==> config.mk <==
export PLATFORM = sky130hd
export DESIGN_NAME = sdram_ctrl
export DESIGN_NICKNAME = d
export VERILOG_FILES = /design/src/sdram_pkg.sv /design/src/sdram_req_capture.sv /design/src/sdram_refresh_timer.sv /design/src/sdram_ctrl_fsm.sv /design/src/sdram_cmd_encoder.sv /design/src/sdram_read_return.sv /design/src/sdram_ctrl.sv
export VERILOG_INCLUDE_DIRS = /design/src
export SDC_FILE = /design/constraint.sdc
export NUM_CORES = 1
export LEC_CHECK = 0
export BUFFER_PORTS_ARGS = -buffer_cell sky130_fd_sc_hd__buf_2
export CORE_MARGIN = 2
export CORE_UTILIZATION = 35
export CTS_CLUSTER_DIAMETER = 50
export DETAILED_ROUTE_END_ITERATION = 7
export PLACE_DENSITY_LB_ADDON = 0.3
export SLEW_MARGIN = 20
export SYNTH_ARGS = -nofsm -noshare
export SYNTH_HDL_FRONTEND = slang
export SYNTH_HIERARCHICAL = 1
export SYNTH_SLANG_ARGS = --single-unit
==> constraint.sdc <==
create_clock -name clk -period 4.1 [get_ports clk]
set_input_delay 0.615 -clock clk [delete_from_list [all_inputs] [get_ports clk]]
set_output_delay 0.615 -clock clk [all_outputs]
set_load 0.01 [all_outputs]
==> src/sdram_macros.svh <==
// ---------------------------------------------------------------------------
// Simulation defaults for a 16-bit SDR part. A real part needs T_INIT of
// 100 us and T_REFI of 7.8 us in clock cycles. CAS latency must be 2 or 3
// ---------------------------------------------------------------------------
`ifndef SDRAM_MACROS_SVH
`define SDRAM_MACROS_SVH

// Bus and address field widths
`define SDRAM_DATA_W       16
`define SDRAM_ADDR_W       13
`define SDRAM_BANK_W       2
`define SDRAM_COL_W        9
`define SDRAM_ROW_W        13
`define SDRAM_USER_ADDR_W  24

// Timing counts in clock cycles
`define SDRAM_T_INIT       20
`define SDRAM_T_RP         2
`define SDRAM_T_RFC        7
`define SDRAM_T_MRD        2
`define SDRAM_T_RCD        2
`define SDRAM_T_WR         2
`define SDRAM_CAS_LAT      2
`define SDRAM_T_REFI       200
`define SDRAM_TIMER_W      16

// Mode register: single write, standard op, sequential, burst of one
`define SDRAM_MODE_WB_SINGLE  1'b1
`define SDRAM_MODE_OP_STD     2'b00
`define SDRAM_MODE_BT_SEQ     1'b0
`define SDRAM_MODE_BL_1       3'b000
`define SDRAM_MODE_WORD {3'b000, `SDRAM_MODE_WB_SINGLE, `SDRAM_MODE_OP_STD, \
    3'(`SDRAM_CAS_LAT), `SDRAM_MODE_BT_SEQ, `SDRAM_MODE_BL_1}

`endif

==> src/sdram_pkg.sv <==
// ---------------------------------------------------------------------------
// Word address layout is row, bank, column from the top bit down
// ---------------------------------------------------------------------------
`include "sdram_macros.svh"

package sdram_pkg;

    typedef logic [`SDRAM_DATA_W-1:0]      data_t;
    typedef logic [`SDRAM_USER_ADDR_W-1:0] user_addr_t;
    typedef logic [`SDRAM_ROW_W-1:0]       row_t;
    typedef logic [`SDRAM_BANK_W-1:0]      bank_t;
    typedef logic [`SDRAM_COL_W-1:0]       col_t;

    // Commands from the datasheet truth table, DQM and burst stop not used
    typedef enum logic [2:0] {
        INHIBIT,
        NOP,
        ACTIVE,
        READ,
        WRITE,
        PRECHARGE_ALL,
        AUTO_REFRESH,
        LOAD_MODE
    } sdram_cmd_t;

    // Address field extraction
    function automatic row_t addr_row(user_addr_t addr);
        return addr[`SDRAM_USER_ADDR_W-1 -: `SDRAM_ROW_W];
    endfunction

    function automatic bank_t addr_bank(user_addr_t addr);
        return addr[`SDRAM_COL_W +: `SDRAM_BANK_W];
    endfunction

    function automatic col_t addr_col(user_addr_t addr);
        return addr[`SDRAM_COL_W-1:0];
    endfunction

endpackage

==> src/sdram_req_capture.sv <==
// ---------------------------------------------------------------------------
// Request fields must be stable while cmd_ready waits for accept
// ---------------------------------------------------------------------------
`timescale 1ns/10ps
`include "sdram_macros.svh"

module sdram_req_capture (
    input  logic                  clk,
    input  logic                  reset,
    input  logic                  accept,
    input  sdram_pkg::user_addr_t addr,
    input  sdram_pkg::data_t      wr_data,
    input  logic                  cmd_ready,
    output sdram_pkg::user_addr_t cur_addr,
    output sdram_pkg::data_t      cur_wr_data,
    output logic                  row_miss
);
    import sdram_pkg::*;

    logic row_valid;

    // Accepted request, used by READ and WRITE on the next cycle
    always_ff @(posedge clk) begin
        if (accept) begin
            cur_addr    <= addr;
            cur_wr_data <= wr_data;
        end
    end

    // Nothing captured yet after reset, so any request misses
    always_ff @(posedge clk or posedge reset) begin
        if (reset) begin
            row_valid <= 1'b0;
        end else if (accept) begin
            row_valid <= 1'b1;
        end
    end

    // Waiting request against the row and bank held open
    assign row_miss = cmd_ready && (!row_valid
                                    || addr_row(addr) != addr_row(cur_addr)
                                    || addr_bank(addr) != addr_bank(cur_addr));

endmodule

==> src/sdram_refresh_timer.sv <==
// ---------------------------------------------------------------------------
// Owed refreshes saturate at 7; the interval runs only after init
// ---------------------------------------------------------------------------
`timescale 1ns/10ps
`include "sdram_macros.svh"

module sdram_refresh_timer (
    input  logic clk,
    input  logic reset,
    input  logic init_done,
    input  logic refresh_start,
    output logic refresh_pending
);
    localparam int INT_W = $clog2(`SDRAM_T_REFI);

    logic [INT_W-1:0] interval;
    logic [2:0]       owed;
    logic             expire;

    assign expire = init_done && (interval == '0);

    // Interval counter, one expiry every T_REFI cycles
    always_ff @(posedge clk or posedge reset) begin
        if (reset) begin
            interval <= INT_W'(`SDRAM_T_REFI - 1);
        end else if (expire) begin
            interval <= INT_W'(`SDRAM_T_REFI - 1);
        end else if (init_done) begin
            interval <= interval - 1'b1;
        end
    end

    // Expiry and refresh in the same cycle cancel out
    always_ff @(posedge clk or posedge reset) begin
        if (reset) begin
            owed <= '0;
        end else if (expire && !refresh_start && owed != '1) begin
            owed <= owed + 1'b1;
        end else if (refresh_start && !expire) begin
            owed <= owed - 1'b1;
        end
    end

    assign refresh_pending = (owed != '0);

    a_refresh_owed: assert property (@(posedge clk) disable iff (reset)
        refresh_start |-> owed != '0)
        else $error("refresh started with no refresh owed");

endmodule

==> src/sdram_ctrl_fsm.sv <==
// ---------------------------------------------------------------------------
// Single-word accesses only; every row change precharges all banks
// ---------------------------------------------------------------------------
`timescale 1ns/10ps
`include "sdram_macros.svh"

module sdram_ctrl_fsm (
    input  logic                  clk,
    input  logic                  reset,
    input  logic                  access,
    input  logic                  cmd_ready,
    input  logic                  wr_nrd,
    input  logic                  row_miss,
    input  logic                  refresh_pending,
    output sdram_pkg::sdram_cmd_t cmd,
    output logic                  cmd_accepted,
    output logic                  refresh_start,
    output logic                  init_done
);
    import sdram_pkg::*;

    typedef enum logic [3:0] {
        ST_INIT_WAIT, ST_INIT_PRECHARGE, ST_INIT_REFRESH1, ST_INIT_REFRESH2,
        ST_LOAD_MODE, ST_IDLE, ST_REFRESH, ST_ACTIVATE,
        ST_READ, ST_WRITE, ST_READ_DRAIN, ST_WRITE_RECOVER,
        ST_ROW_OPEN, ST_PRECHARGE
    } state_t;

    state_t                    state;
    state_t                    next_state;
    logic [`SDRAM_TIMER_W-1:0] timer;
    logic [`SDRAM_TIMER_W-1:0] timer_load;
    logic                      entry;
    logic                      timer_done;

    assign timer_done = (timer == '0);

    // -----------------------------------------------------------------------
    // Next state
    // -----------------------------------------------------------------------
    always_comb begin
        next_state = state;
        case (state)
            ST_INIT_WAIT:      if (timer_done) next_state = ST_INIT_PRECHARGE;
            ST_INIT_PRECHARGE: if (timer_done) next_state = ST_INIT_REFRESH1;
            ST_INIT_REFRESH1:  if (timer_done) next_state = ST_INIT_REFRESH2;
            ST_INIT_REFRESH2:  if (timer_done) next_state = ST_LOAD_MODE;
            ST_LOAD_MODE:      if (timer_done) next_state = ST_IDLE;
            ST_IDLE: begin
                // Refresh wins over a waiting request
                if (refresh_pending) begin
                    next_state = ST_REFRESH;
                end else if (cmd_ready) begin
                    next_state = ST_ACTIVATE;
                end
            end
            ST_REFRESH:        if (timer_done) next_state = ST_IDLE;
            ST_ACTIVATE:       if (timer_done) next_state = wr_nrd ? ST_WRITE : ST_READ;
            ST_READ:           next_state = ST_READ_DRAIN;
            ST_WRITE:          next_state = ST_WRITE_RECOVER;
            ST_READ_DRAIN:     if (timer_done) next_state = ST_ROW_OPEN;
            ST_WRITE_RECOVER:  if (timer_done) next_state = ST_ROW_OPEN;
            ST_ROW_OPEN: begin
                if (refresh_pending || !access || (cmd_ready && row_miss)) begin
                    next_state = ST_PRECHARGE;
                end else if (cmd_ready) begin
                    next_state = wr_nrd ? ST_WRITE : ST_READ;
                end
            end
            ST_PRECHARGE:      if (timer_done) next_state = ST_IDLE;
            default:           next_state = ST_IDLE;
        endcase
    end

    // Delay for the state being entered; drain states count after their command
    always_comb begin
        case (next_state)
            ST_INIT_WAIT:      timer_load = `SDRAM_TIMER_W'(`SDRAM_T_INIT);
            ST_INIT_PRECHARGE,
            ST_PRECHARGE:      timer_load = `SDRAM_TIMER_W'(`SDRAM_T_RP);
            ST_INIT_REFRESH1,
            ST_INIT_REFRESH2,
            ST_REFRESH:        timer_load = `SDRAM_TIMER_W'(`SDRAM_T_RFC);
            ST_LOAD_MODE:      timer_load = `SDRAM_TIMER_W'(`SDRAM_T_MRD);
            ST_ACTIVATE:       timer_load = `SDRAM_TIMER_W'(`SDRAM_T_RCD);
            ST_READ_DRAIN:     timer_load = `SDRAM_TIMER_W'(`SDRAM_CAS_LAT - 1);
            ST_WRITE_RECOVER:  timer_load = `SDRAM_TIMER_W'(`SDRAM_T_WR - 1);
            default:           timer_load = '0;
        endcase
    end

    always_ff @(posedge clk or posedge reset) begin
        if (reset) begin
            state <= ST_INIT_WAIT;
            timer <= `SDRAM_TIMER_W'(`SDRAM_T_INIT);
            entry <= 1'b1;
        end else begin
            state <= next_state;
            entry <= (next_state != state);
            if (next_state != state) begin
                timer <= timer_load;
            end else if (!timer_done) begin
                timer <= timer - 1'b1;
            end
        end
    end

    // -----------------------------------------------------------------------
    // Command of the cycle, issued on entry and NOP while the timer runs
    // -----------------------------------------------------------------------
    always_comb begin
        case (state)
            ST_INIT_WAIT:      cmd = INHIBIT;
            ST_INIT_PRECHARGE,
            ST_PRECHARGE:      cmd = entry ? PRECHARGE_ALL : NOP;
            ST_INIT_REFRESH1,
            ST_INIT_REFRESH2,
            ST_REFRESH:        cmd = entry ? AUTO_REFRESH : NOP;
            ST_LOAD_MODE:      cmd = entry ? LOAD_MODE : NOP;
            ST_ACTIVATE:       cmd = entry ? ACTIVE : NOP;
            ST_READ:           cmd = READ;
            ST_WRITE:          cmd = WRITE;
            default:           cmd = NOP;
        endcase
    end

    assign cmd_accepted  = (next_state == ST_READ) || (next_state == ST_WRITE);
    assign refresh_start = (state == ST_REFRESH) && entry;
    assign init_done     = !(state inside {ST_INIT_WAIT, ST_INIT_PRECHARGE,
                                           ST_INIT_REFRESH1, ST_INIT_REFRESH2,
                                           ST_LOAD_MODE});

    a_accept_ready: assert property (@(posedge clk) disable iff (reset)
        cmd_accepted |-> cmd_ready)
        else $error("cmd_accepted without cmd_ready");

endmodule

==> src/sdram_cmd_encoder.sv <==
// ---------------------------------------------------------------------------
// No auto-precharge; DQM and CKE are tied on the board
// ---------------------------------------------------------------------------
`timescale 1ns/10ps
`include "sdram_macros.svh"

module sdram_cmd_encoder (
    input  sdram_pkg::sdram_cmd_t    cmd,
    input  sdram_pkg::user_addr_t    req_addr,
    input  sdram_pkg::user_addr_t    cur_addr,
    input  sdram_pkg::data_t         cur_wr_data,
    output logic                     ncs,
    output logic                     nras,
    output logic                     ncas,
    output logic                     nwe,
    output logic [`SDRAM_ADDR_W-1:0] a,
    output sdram_pkg::bank_t         ba,
    output sdram_pkg::data_t         dq_out,
    output logic                     dq_oe
);
    import sdram_pkg::*;

    // CS#, RAS#, CAS#, WE#
    logic [3:0] pins;

    always_comb begin
        pins = 4'b1111;
        a    = '0;
        ba   = '0;
        case (cmd)
            INHIBIT:       pins = 4'b1111;
            NOP:           pins = 4'b0111;
            ACTIVE: begin
                pins = 4'b0011;
                a    = `SDRAM_ADDR_W'(addr_row(req_addr));
                ba   = addr_bank(req_addr);
            end
            READ: begin
                pins = 4'b0101;
                a    = `SDRAM_ADDR_W'(addr_col(cur_addr));
                ba   = addr_bank(cur_addr);
            end
            WRITE: begin
                pins = 4'b0100;
                a    = `SDRAM_ADDR_W'(addr_col(cur_addr));
                ba   = addr_bank(cur_addr);
            end
            PRECHARGE_ALL: begin
                pins  = 4'b0010;
                // A10 high selects all banks
                a[10] = 1'b1;
            end
            AUTO_REFRESH:  pins = 4'b0001;
            LOAD_MODE: begin
                pins = 4'b0000;
                a    = `SDRAM_MODE_WORD;
            end
            default:       pins = 4'b1111;
        endcase
    end

    assign {ncs, nras, ncas, nwe} = pins;

    assign dq_oe  = (cmd == WRITE);
    assign dq_out = dq_oe ? cur_wr_data : '0;

endmodule

==> src/sdram_read_return.sv <==
// ---------------------------------------------------------------------------
// Expects SDRAM_CAS_LAT of 2 or 3; rd_data is zero outside cmd_done
// ---------------------------------------------------------------------------
`timescale 1ns/10ps
`include "sdram_macros.svh"

module sdram_read_return (
    input  logic                  clk,
    input  logic                  reset,
    input  sdram_pkg::sdram_cmd_t cmd,
    input  sdram_pkg::data_t      dq_in,
    output sdram_pkg::data_t      rd_data,
    output logic                  cmd_done
);
    import sdram_pkg::*;

    logic [`SDRAM_CAS_LAT-1:0] valid_pipe;
    logic                      rd_valid;

    // One stage per cycle of CAS latency
    always_ff @(posedge clk or posedge reset) begin
        if (reset) begin
            valid_pipe <= '0;
        end else begin
            valid_pipe <= {valid_pipe[`SDRAM_CAS_LAT-2:0], cmd == READ};
        end
    end

    assign rd_valid = valid_pipe[`SDRAM_CAS_LAT-1];
    assign rd_data  = rd_valid ? dq_in : '0;
    // Writes finish when the command is on the pins
    assign cmd_done = rd_valid || (cmd == WRITE);

endmodule

==> src/sdram_ctrl.sv <==
// ---------------------------------------------------------------------------
// SDR SDRAM controller, one word per access, split data bus for the pads
// ---------------------------------------------------------------------------
`timescale 1ns/10ps
`include "sdram_macros.svh"

module sdram_ctrl (
    input  logic                     clk,
    input  logic                     reset,
    // Requester side
    input  logic                     access,
    input  logic                     cmd_ready,
    output logic                     cmd_accepted,
    output logic                     cmd_done,
    input  logic                     wr_nrd,
    input  sdram_pkg::user_addr_t    addr,
    input  sdram_pkg::data_t         wr_data,
    output sdram_pkg::data_t         rd_data,
    // SDRAM pins
    output logic                     ncs,
    output logic                     nras,
    output logic                     ncas,
    output logic                     nwe,
    output logic [`SDRAM_ADDR_W-1:0] a,
    output sdram_pkg::bank_t         ba,
    output sdram_pkg::data_t         dq_out,
    output logic                     dq_oe,
    input  sdram_pkg::data_t         dq_in
);
    import sdram_pkg::*;

    user_addr_t cur_addr;
    data_t      cur_wr_data;
    sdram_cmd_t cmd;
    logic       row_miss;
    logic       refresh_pending;
    logic       refresh_start;
    logic       init_done;

    // -----------------------------------------------------------------------
    // Input side
    // -----------------------------------------------------------------------
    sdram_req_capture u_req_capture (
        .clk         (clk),
        .reset       (reset),
        .accept      (cmd_accepted),
        .addr        (addr),
        .wr_data     (wr_data),
        .cmd_ready   (cmd_ready),
        .cur_addr    (cur_addr),
        .cur_wr_data (cur_wr_data),
        .row_miss    (row_miss)
    );

    sdram_refresh_timer u_refresh_timer (
        .clk             (clk),
        .reset           (reset),
        .init_done       (init_done),
        .refresh_start   (refresh_start),
        .refresh_pending (refresh_pending)
    );

    sdram_ctrl_fsm u_fsm (
        .clk             (clk),
        .reset           (reset),
        .access          (access),
        .cmd_ready       (cmd_ready),
        .wr_nrd          (wr_nrd),
        .row_miss        (row_miss),
        .refresh_pending (refresh_pending),
        .cmd             (cmd),
        .cmd_accepted    (cmd_accepted),
        .refresh_start   (refresh_start),
        .init_done       (init_done)
    );

    // -----------------------------------------------------------------------
    // Output side
    // -----------------------------------------------------------------------
    sdram_cmd_encoder u_cmd_encoder (
        .cmd         (cmd),
        .req_addr    (addr),
        .cur_addr    (cur_addr),
        .cur_wr_data (cur_wr_data),
        .ncs         (ncs),
        .nras        (nras),
        .ncas        (ncas),
        .nwe         (nwe),
        .a           (a),
        .ba          (ba),
        .dq_out      (dq_out),
        .dq_oe       (dq_oe)
    );

    sdram_read_return u_read_return (
        .clk      (clk),
        .reset    (reset),
        .cmd      (cmd),
        .dq_in    (dq_in),
        .rd_data  (rd_data),
        .cmd_done (cmd_done)
    );

endmodule

Word level (Yosys, flattened, before mapping)
Memories as Yosys holds them, arrays and structs flattened.
Index checks and enable logic that the tools add are counted.

word-level totals
  memories kept = 1
  memory bits (read-only) = 64
  input port bits = 61
  register bits = 75
  bits in latches = 0
  logic and storage cells = 103
  memory bits (writable) = 0

memories
  name             depth  bits a word  rd ports  clocked after memory_dff  wr ports  line                  source
  (no name shown)  16     4            1         0                         0         sdram_ctrl_fsm.sv:77  case (next_state)

cells by class
  equal/unequal tests = 28
  multiply operators = 0
  $lt $le $gt $ge = 0
  div/mod/pow operators = 0
  bitwise logic cells = 0
  add/subtract/negate cells = 4
  mux-type cells = 31
  reduce and logical (&&, ||, !) cells = 30
  shift-type cells = 0

operator list
  cell                                                 count
  2-to-1 mux 16 bit                                    4
  2-to-1 mux 4 bit                                     11
  one-hot mux 4 bit (11 select lines)                  1
  equality test 4 bit, second input constant           8
  one-hot mux 4 bit (8 select lines)                   1
  one-hot mux 10 bit (3 select lines)                  1
  one-hot mux 3 bit (7 select lines)                   1
  equality test 4 x 3 -> 1 bit, second input constant  4
  zero test 16 bit                                     1
  2-to-1 mux 8 bit                                     2
  subtractor 16 x 1 -> 16 bit, second input constant   1
  2-to-1 mux 3 bit                                     5
  inequality test 13 bit                               1
  equality test 3 bit, second input constant           4
  equality test 4 x 2 -> 1 bit, second input constant  2
  zero test 8 bit                                      1
  subtractor 8 x 1 -> 8 bit, second input constant     1
  logical AND 1 bit                                    7
  equality test 3 x 2 -> 1 bit, second input constant  2
  logical OR 1 bit                                     6
  OR reduction 2 bit                                   3
  OR reduction 3 bit                                   2
  zero test 1 bit                                      5
  nonzero test 5 bit                                   1
  16 further kinds                                     18

Logic depth before layout (Yosys ltp)
  depth after elaboration = 10
  mapped depth = 12
  mapped depth without buffers = 10

By module
The synthesis kept the hierarchy.

modules (own cells, without submodules)
  module               cells an instance  times used  area each (um^2)
  sdram_req_capture    64                 1           1405.1
  sdram_ctrl_fsm       163                1           1381.3
  sdram_cmd_encoder    75                 1           586.8
  sdram_refresh_timer  53                 1           571.8
  sdram_read_return    24                 1           200.2

Worst setup path before layout
OpenSTA, ideal clock, no wires.

  kind = input -> register
  start point = input addr[15]
  end point = register u_fsm.timer[10]
  arrival time = 4009 ps
  required time = 3979 ps
  path buffers = 2
  setup slack = -30 ps
  cell stages on the path = 12
  path through = xor2_1 > nor4_1 > nand2_1 > o31a_1 > and3b_1 > o2111ai_1 > o21ai_0 > and2_0 > or2_2 > buf_2 > buf_2 > nor2_1

on the way
  cells in the longest elaborated chain, start to end = 10
  elaborated cells between the ends (all ways) = 11
  classes of those cells = eq/ne (3); mux (3); reduce/logical (5)

ends and longest elaborated chain
  element                                                                      line                     source
  start, declared                                                              sdram_ctrl.sv:16         input sdram_pkg::user_addr_t addr,
  inequality test 13 bit *                                                     sdram_req_capture.sv:41  || addr_row(addr) != addr_row(cur_addr)
  logical OR 1 bit *                                                           sdram_req_capture.sv:41
  logical OR 1 bit *                                                           sdram_req_capture.sv:42  || addr_bank(addr) != addr_bank(cur_addr));
  logical AND 1 bit *                                                          sdram_req_capture.sv:40  assign row_miss = cmd_ready && (!row_valid
  via row_miss                                                                 sdram_ctrl.sv:35         logic row_miss;
  logical AND 1 bit *                                                          sdram_ctrl_fsm.sv:64     if (refresh_pending || !access || (cmd_ready && row_miss)) begin
  logical OR 1 bit *                                                           sdram_ctrl_fsm.sv:64
  2-to-1 mux 4 bit *                                                           sdram_ctrl_fsm.sv:64
  one-hot mux 4 bit (11 select lines) *                                        sdram_ctrl_fsm.sv:43     case (state)
  inequality test 4 bit *                                                      sdram_ctrl_fsm.sv:100    if (next_state != state) begin
  inequality test 2 bit (no line) / 2-to-1 mux 16 bit (equally long branches)  -
  end signal, assigned                                                         sdram_ctrl_fsm.sv:95     timer <= `SDRAM_TIMER_W'(`SDRAM_T_INIT);
  end signal, assigned                                                         sdram_ctrl_fsm.sv:101    timer <= timer_load;
  end signal, assigned                                                         sdram_ctrl_fsm.sv:103    timer <= timer - 1'b1;
  end, declared                                                                sdram_ctrl_fsm.sv:31     logic [`SDRAM_TIMER_W-1:0] timer;

The timed path passes the listed nets; every way through them passes the cells marked *.
A chain may end at the register's enable or synchronous reset.

Worst setup path in the final report
  start point = register u_fsm.state[0]
  end point = output a[3]

on the way
  cells in the longest elaborated chain, start to end = 6
  elaborated cells between the ends (all ways) = 19
  classes of those cells = eq/ne (13); mux (2); reduce/logical (4)

ends and longest elaborated chain
  element                                                                     line                     source
  start, declared                                                             sdram_ctrl_fsm.sv:29     state_t state;
  start signal, assigned                                                      sdram_ctrl_fsm.sv:98     state <= next_state;
  equality test 4 x 2 -> 1 bit (tied with other cells)                        sdram_ctrl_fsm.sv:112    case (state)
  OR reduction 3 bit / OR reduction 2 bit (equally long branches)             sdram_ctrl_fsm.sv:112
  one-hot mux 3 bit (7 select lines) *                                        sdram_ctrl_fsm.sv:112
  via cmd[0]                                                                  sdram_ctrl.sv:34         sdram_cmd_t cmd;
  equality test 3 x 2 -> 1 bit / equality test 3 bit (equally long branches)  sdram_cmd_encoder.sv:30  case (cmd)
  OR reduction 2 bit (no line)                                                -
  one-hot mux 10 bit (3 select lines) *                                       sdram_cmd_encoder.sv:30
  end, declared                                                               sdram_ctrl.sv:24         output logic [`SDRAM_ADDR_W-1:0] a,

Marked as above.

==> impl_metrics.csv <==
group,metric,value,unit
finish,finish.net_count,554,
synthesis,synth_enable_flop_cells,40,
clock_tree,cts_hold_repair.buffers,0,
clock_tree,clock-root-buffer,"sky130_fd_sc_hd__clkbuf_16",
global_routing,grt_max_degree,27,
clock_tree,cts_tree,"yes",
clock_tree,clock_sinks,75,
placement,gp_congestion,0.9118,
floorplan,starting_utilization_of_the_core_area,36.15,%
floorplan,floorplan.rows,39,
global_routing,total_global_route_track_usage,15.03,%
synthesis,syn_area_per_cell,10.94,um2
synthesis,synthMostInstantiatedCell,"sky130_fd_sc_hd__edfxtp_1",
floorplan,die_area,0.01273,mm2
setup_path,worstPathArrival,2.93,ns
timing,totalNegativeSetupSlack,0,ns
setup_path,cp-end-kind,"output pin",
clock_tree,cts_repair_resize_count,0,
routing,drt_pre_antenna_iters,4,
synthesis,synth.largest_area_cell,"sky130_fd_sc_hd__edfxtp_1",
synthesis,synth.cell_area,0.004145,mm2
routing,final_antenna_net_count,0,
clock_tree,cts.clk_slew.worst_paths,0.06,ns
timing,layout_setup_ws,0.5570,ns
timing,fin_worst_skew,0.007816,ns
synthesis,ys.flop_type,"sky130_fd_sc_hd__edfxtp_1",
timing,final-hold-violation-count,0,
clock_tree,worst_skew_pair.late_latency,0.33,ns
pwr,power.density,519.7,mW/mm2
placement,place.port_buffers,114,
run_status,outcome,"finished, final reports clean",
synthesis,postSynth.asyncResetShare,46.67,%
hold_path,timing.hold.worst.class,"input pin to async pin",
pwr,power.ir.vdd_worst,0.0002598,V
timing,worst_slew_margin_rel,38.05,%
global_routing,antenna_violations_before_repair,0,
global_routing,first_global_vias,3093,
placement,place_worst_setup_slack,0.7861,ns
timing,max_freq,282.2,MHz
floorplan,design.portCount,115,
finish,drive_above_1_share,35.15,%
synthesis,ys_top_cells_by_area,"sky130_fd_sc_hd__edfxtp_1 (29%), sky130_fd_sc_hd__dfrtp_1 (16%), sky130_fd_sc_hd__dfstp_2 (5.1%)",
synthesis,ys.warnings.count,6,
pwr,power.leakage,2.325,nW
synthesis,synth_commonest_cells,"sky130_fd_sc_hd__edfxtp_1 (40), sky130_fd_sc_hd__nor2_1 (32), sky130_fd_sc_hd__dfrtp_1 (27), sky130_fd_sc_hd__and2_1 (21), sky130_fd_sc_hd__nor4bb_1 (20)",
timing,unrepaired_setup_endpoints_after_global_routing,"no",
routing,route.detailed.drc,0,
finish,flow.area_growth_from_synthesis,24.30,%
routing,average_wire_length_per_cell_after_detail_routing,14.96,um
clock_tree,cts.path.max_buffers,2,
timing,maxSlewViolCount,0,
routing,via_count,3233,
synthesis,ys_types,65,
synthesis,synth_nets,443,
routing,drt_first_iter_violations,125,
synthesis,ys_ff_latch,75,
setup_path,crit_path_start_kind,"flip-flop",
global_routing,overflow,0,
synthesis,register_area_share_after_synthesis,50.35,%
floorplan,die_y,112.8,um
timing,post-route-min-period,3.543,ns
synthesis,yosysTopAreaCellShare,28.98,%
clock_tree,postCtsSetupBuffers,0,
routing,postRouteWirelength,9.542,mm
clock_tree,htree_levels,3,
timing,count_of_endpoints_failing_setup_in_the_final_report,0,
global_routing,grt_pass1_wl,15.31,mm
finish,n_antenna_cell,0,
clock_tree,cts_inserted_buffers,9,
routing,avgViaCountPerCell,5.067,
floorplan,core_area,0.01147,mm2
timing,max_slew.worst_pin.slew,0.9292,ns
setup_path,crit_fanout,20,
synthesis,syn-instance-count,379,
timing,final.period_utilization,86.42,%
setup_path,timing.setup.critical_path_class,"flip-flop to output pin",
setup_path,worst_ep_required_time,3.48,ns
floorplan,die_w,112.8,um
placement,dp.final_hpwl,7.073,mm
run,max_cap_violations,0,
==> per-stage QoR <==
step	util [%]	instances	power, mW	hold slack (ns)	cell area, um2
2_1_floorplan	-	379	1.655	0.3312	4145
3_3_place_gp	42.11	622	1.810	0.3340	4828
3_5_place_dp	42.11	622	1.843	0.3347	4828
4_1_cts	44.93	638	2.705	0.1581	5152
5_1_grt	44.93	638	2.862	0.1547	5152
6_report	44.93	638	2.678	0.1607	5152
==> kinds of logic after synthesis <==
group	synth area share, %
flops	50.35
mux	1.026
xor+xnor	6.761
fa+ha+maj	1.328
buf+inv	4.528
compound gates	10.17
simple gates	25.84
==> report_power, final <==
group	internal [mW]	leakage [nW]	switching [mW]	total, mW
logic	0.318	1.39	0.350	0.669
registers	0.969	0.778	0.193	1.16
clock network	0.537	0.156	0.311	0.847
total	1.82	2.33	0.854	2.68
==> worst max-delay path: stages (launching register included) <==
cell and delay [ns]:
sky130_fd_sc_hd__dfrtp_1 0.61, sky130_fd_sc_hd__or2_2 0.27, sky130_fd_sc_hd__a21oi_1 0.10, sky130_fd_sc_hd__a21oi_2 0.68, sky130_fd_sc_hd__buf_4 0.33, sky130_fd_sc_hd__nor2b_1 0.12
sky130_fd_sc_hd__a221o_1 0.34, sky130_fd_sc_hd__buf_2 0.14
==> sequential cells by signal, summed over array words and instances (netlist names) <==
register                   cells
u_req_capture/cur_addr        24
u_fsm/timer                   16
u_req_capture/cur_wr_data     16
u_refresh_timer/interval       8
u_fsm/state                    4
u_refresh_timer/owed           3
u_read_return/valid_pipe       2
u_fsm/entry                    1
u_req_capture/row_valid        1
==> final timing paths <==
| kind | from | end | slack, ns | depth (start not counted) |
|---|---|---|---|---|
| worst max-delay path | u_fsm/state[0] | a[3] | 0.56 | 7 |
| worst min-delay path | reset | u_req_capture/row_valid | 0.16 | 2 |
| worst max register to register | u_fsm/timer[0] | u_fsm/timer[1] | 1.14 | 9 |
| worst min register to register | u_read_return/valid_pipe[0] | u_read_return/valid_pipe[1] | 0.35 | 0 |
| max in group asynchronous | reset | u_fsm/state[0] | 3.11 | 2 |
| min in group clk | u_read_return/valid_pipe[0] | u_read_return/valid_pipe[1] | 0.35 | 0 |
==> cell type report <==
class / count / area [um2]
Clock inverter: 7 / 98.84
Inverter: 16 / 60.06
Fill cell: 1110 / 6315
Clock buffer: 9 / 225.2
Sequential cell: 75 / 2087
Tap cell: 143 / 178.9
Multi-Input combinational cell: 267 / 1879
Timing Repair Buffer: 121 / 623.1
==> cells in the final DEF, fill, tap and decap left out, types with 10 or more instances in the layout <==
cell | netlist | routed
sky130_fd_sc_hd__buf_2 | 8 | 114
sky130_fd_sc_hd__edfxtp_1 | 40 | 40
sky130_fd_sc_hd__nor2_1 | 32 | 32
sky130_fd_sc_hd__dfrtp_1 | 27 | 27
sky130_fd_sc_hd__and2_1 | 21 | 21
sky130_fd_sc_hd__nor4bb_1 | 20 | 20
sky130_fd_sc_hd__xnor2_1 | 17 | 17
sky130_fd_sc_hd__nand2_1 | 16 | 16
sky130_fd_sc_hd__inv_1 | 16 | 16
sky130_fd_sc_hd__a21oi_1 | 16 | 15
sky130_fd_sc_hd__xor2_1 | 15 | 15
sky130_fd_sc_hd__and2_2 | 12 | 13
sky130_fd_sc_hd__nor3_1 | 11 | 11
sky130_fd_sc_hd__a211o_1 | 10 | 10
==> routing by layer <==
metal  share of wire (%)  wire length (um)  up-vias  track usage [%]
met3                 5.5               526        8            3.856
met2                  47              4487       91            24.07
li1                    -                 -     1608                -
met1                  46              4399     1526            19.56
met4                 1.4               130        0            6.016
met5                   0                 0        -                0
Note: power is estimated with default switching activity, not from simulation.
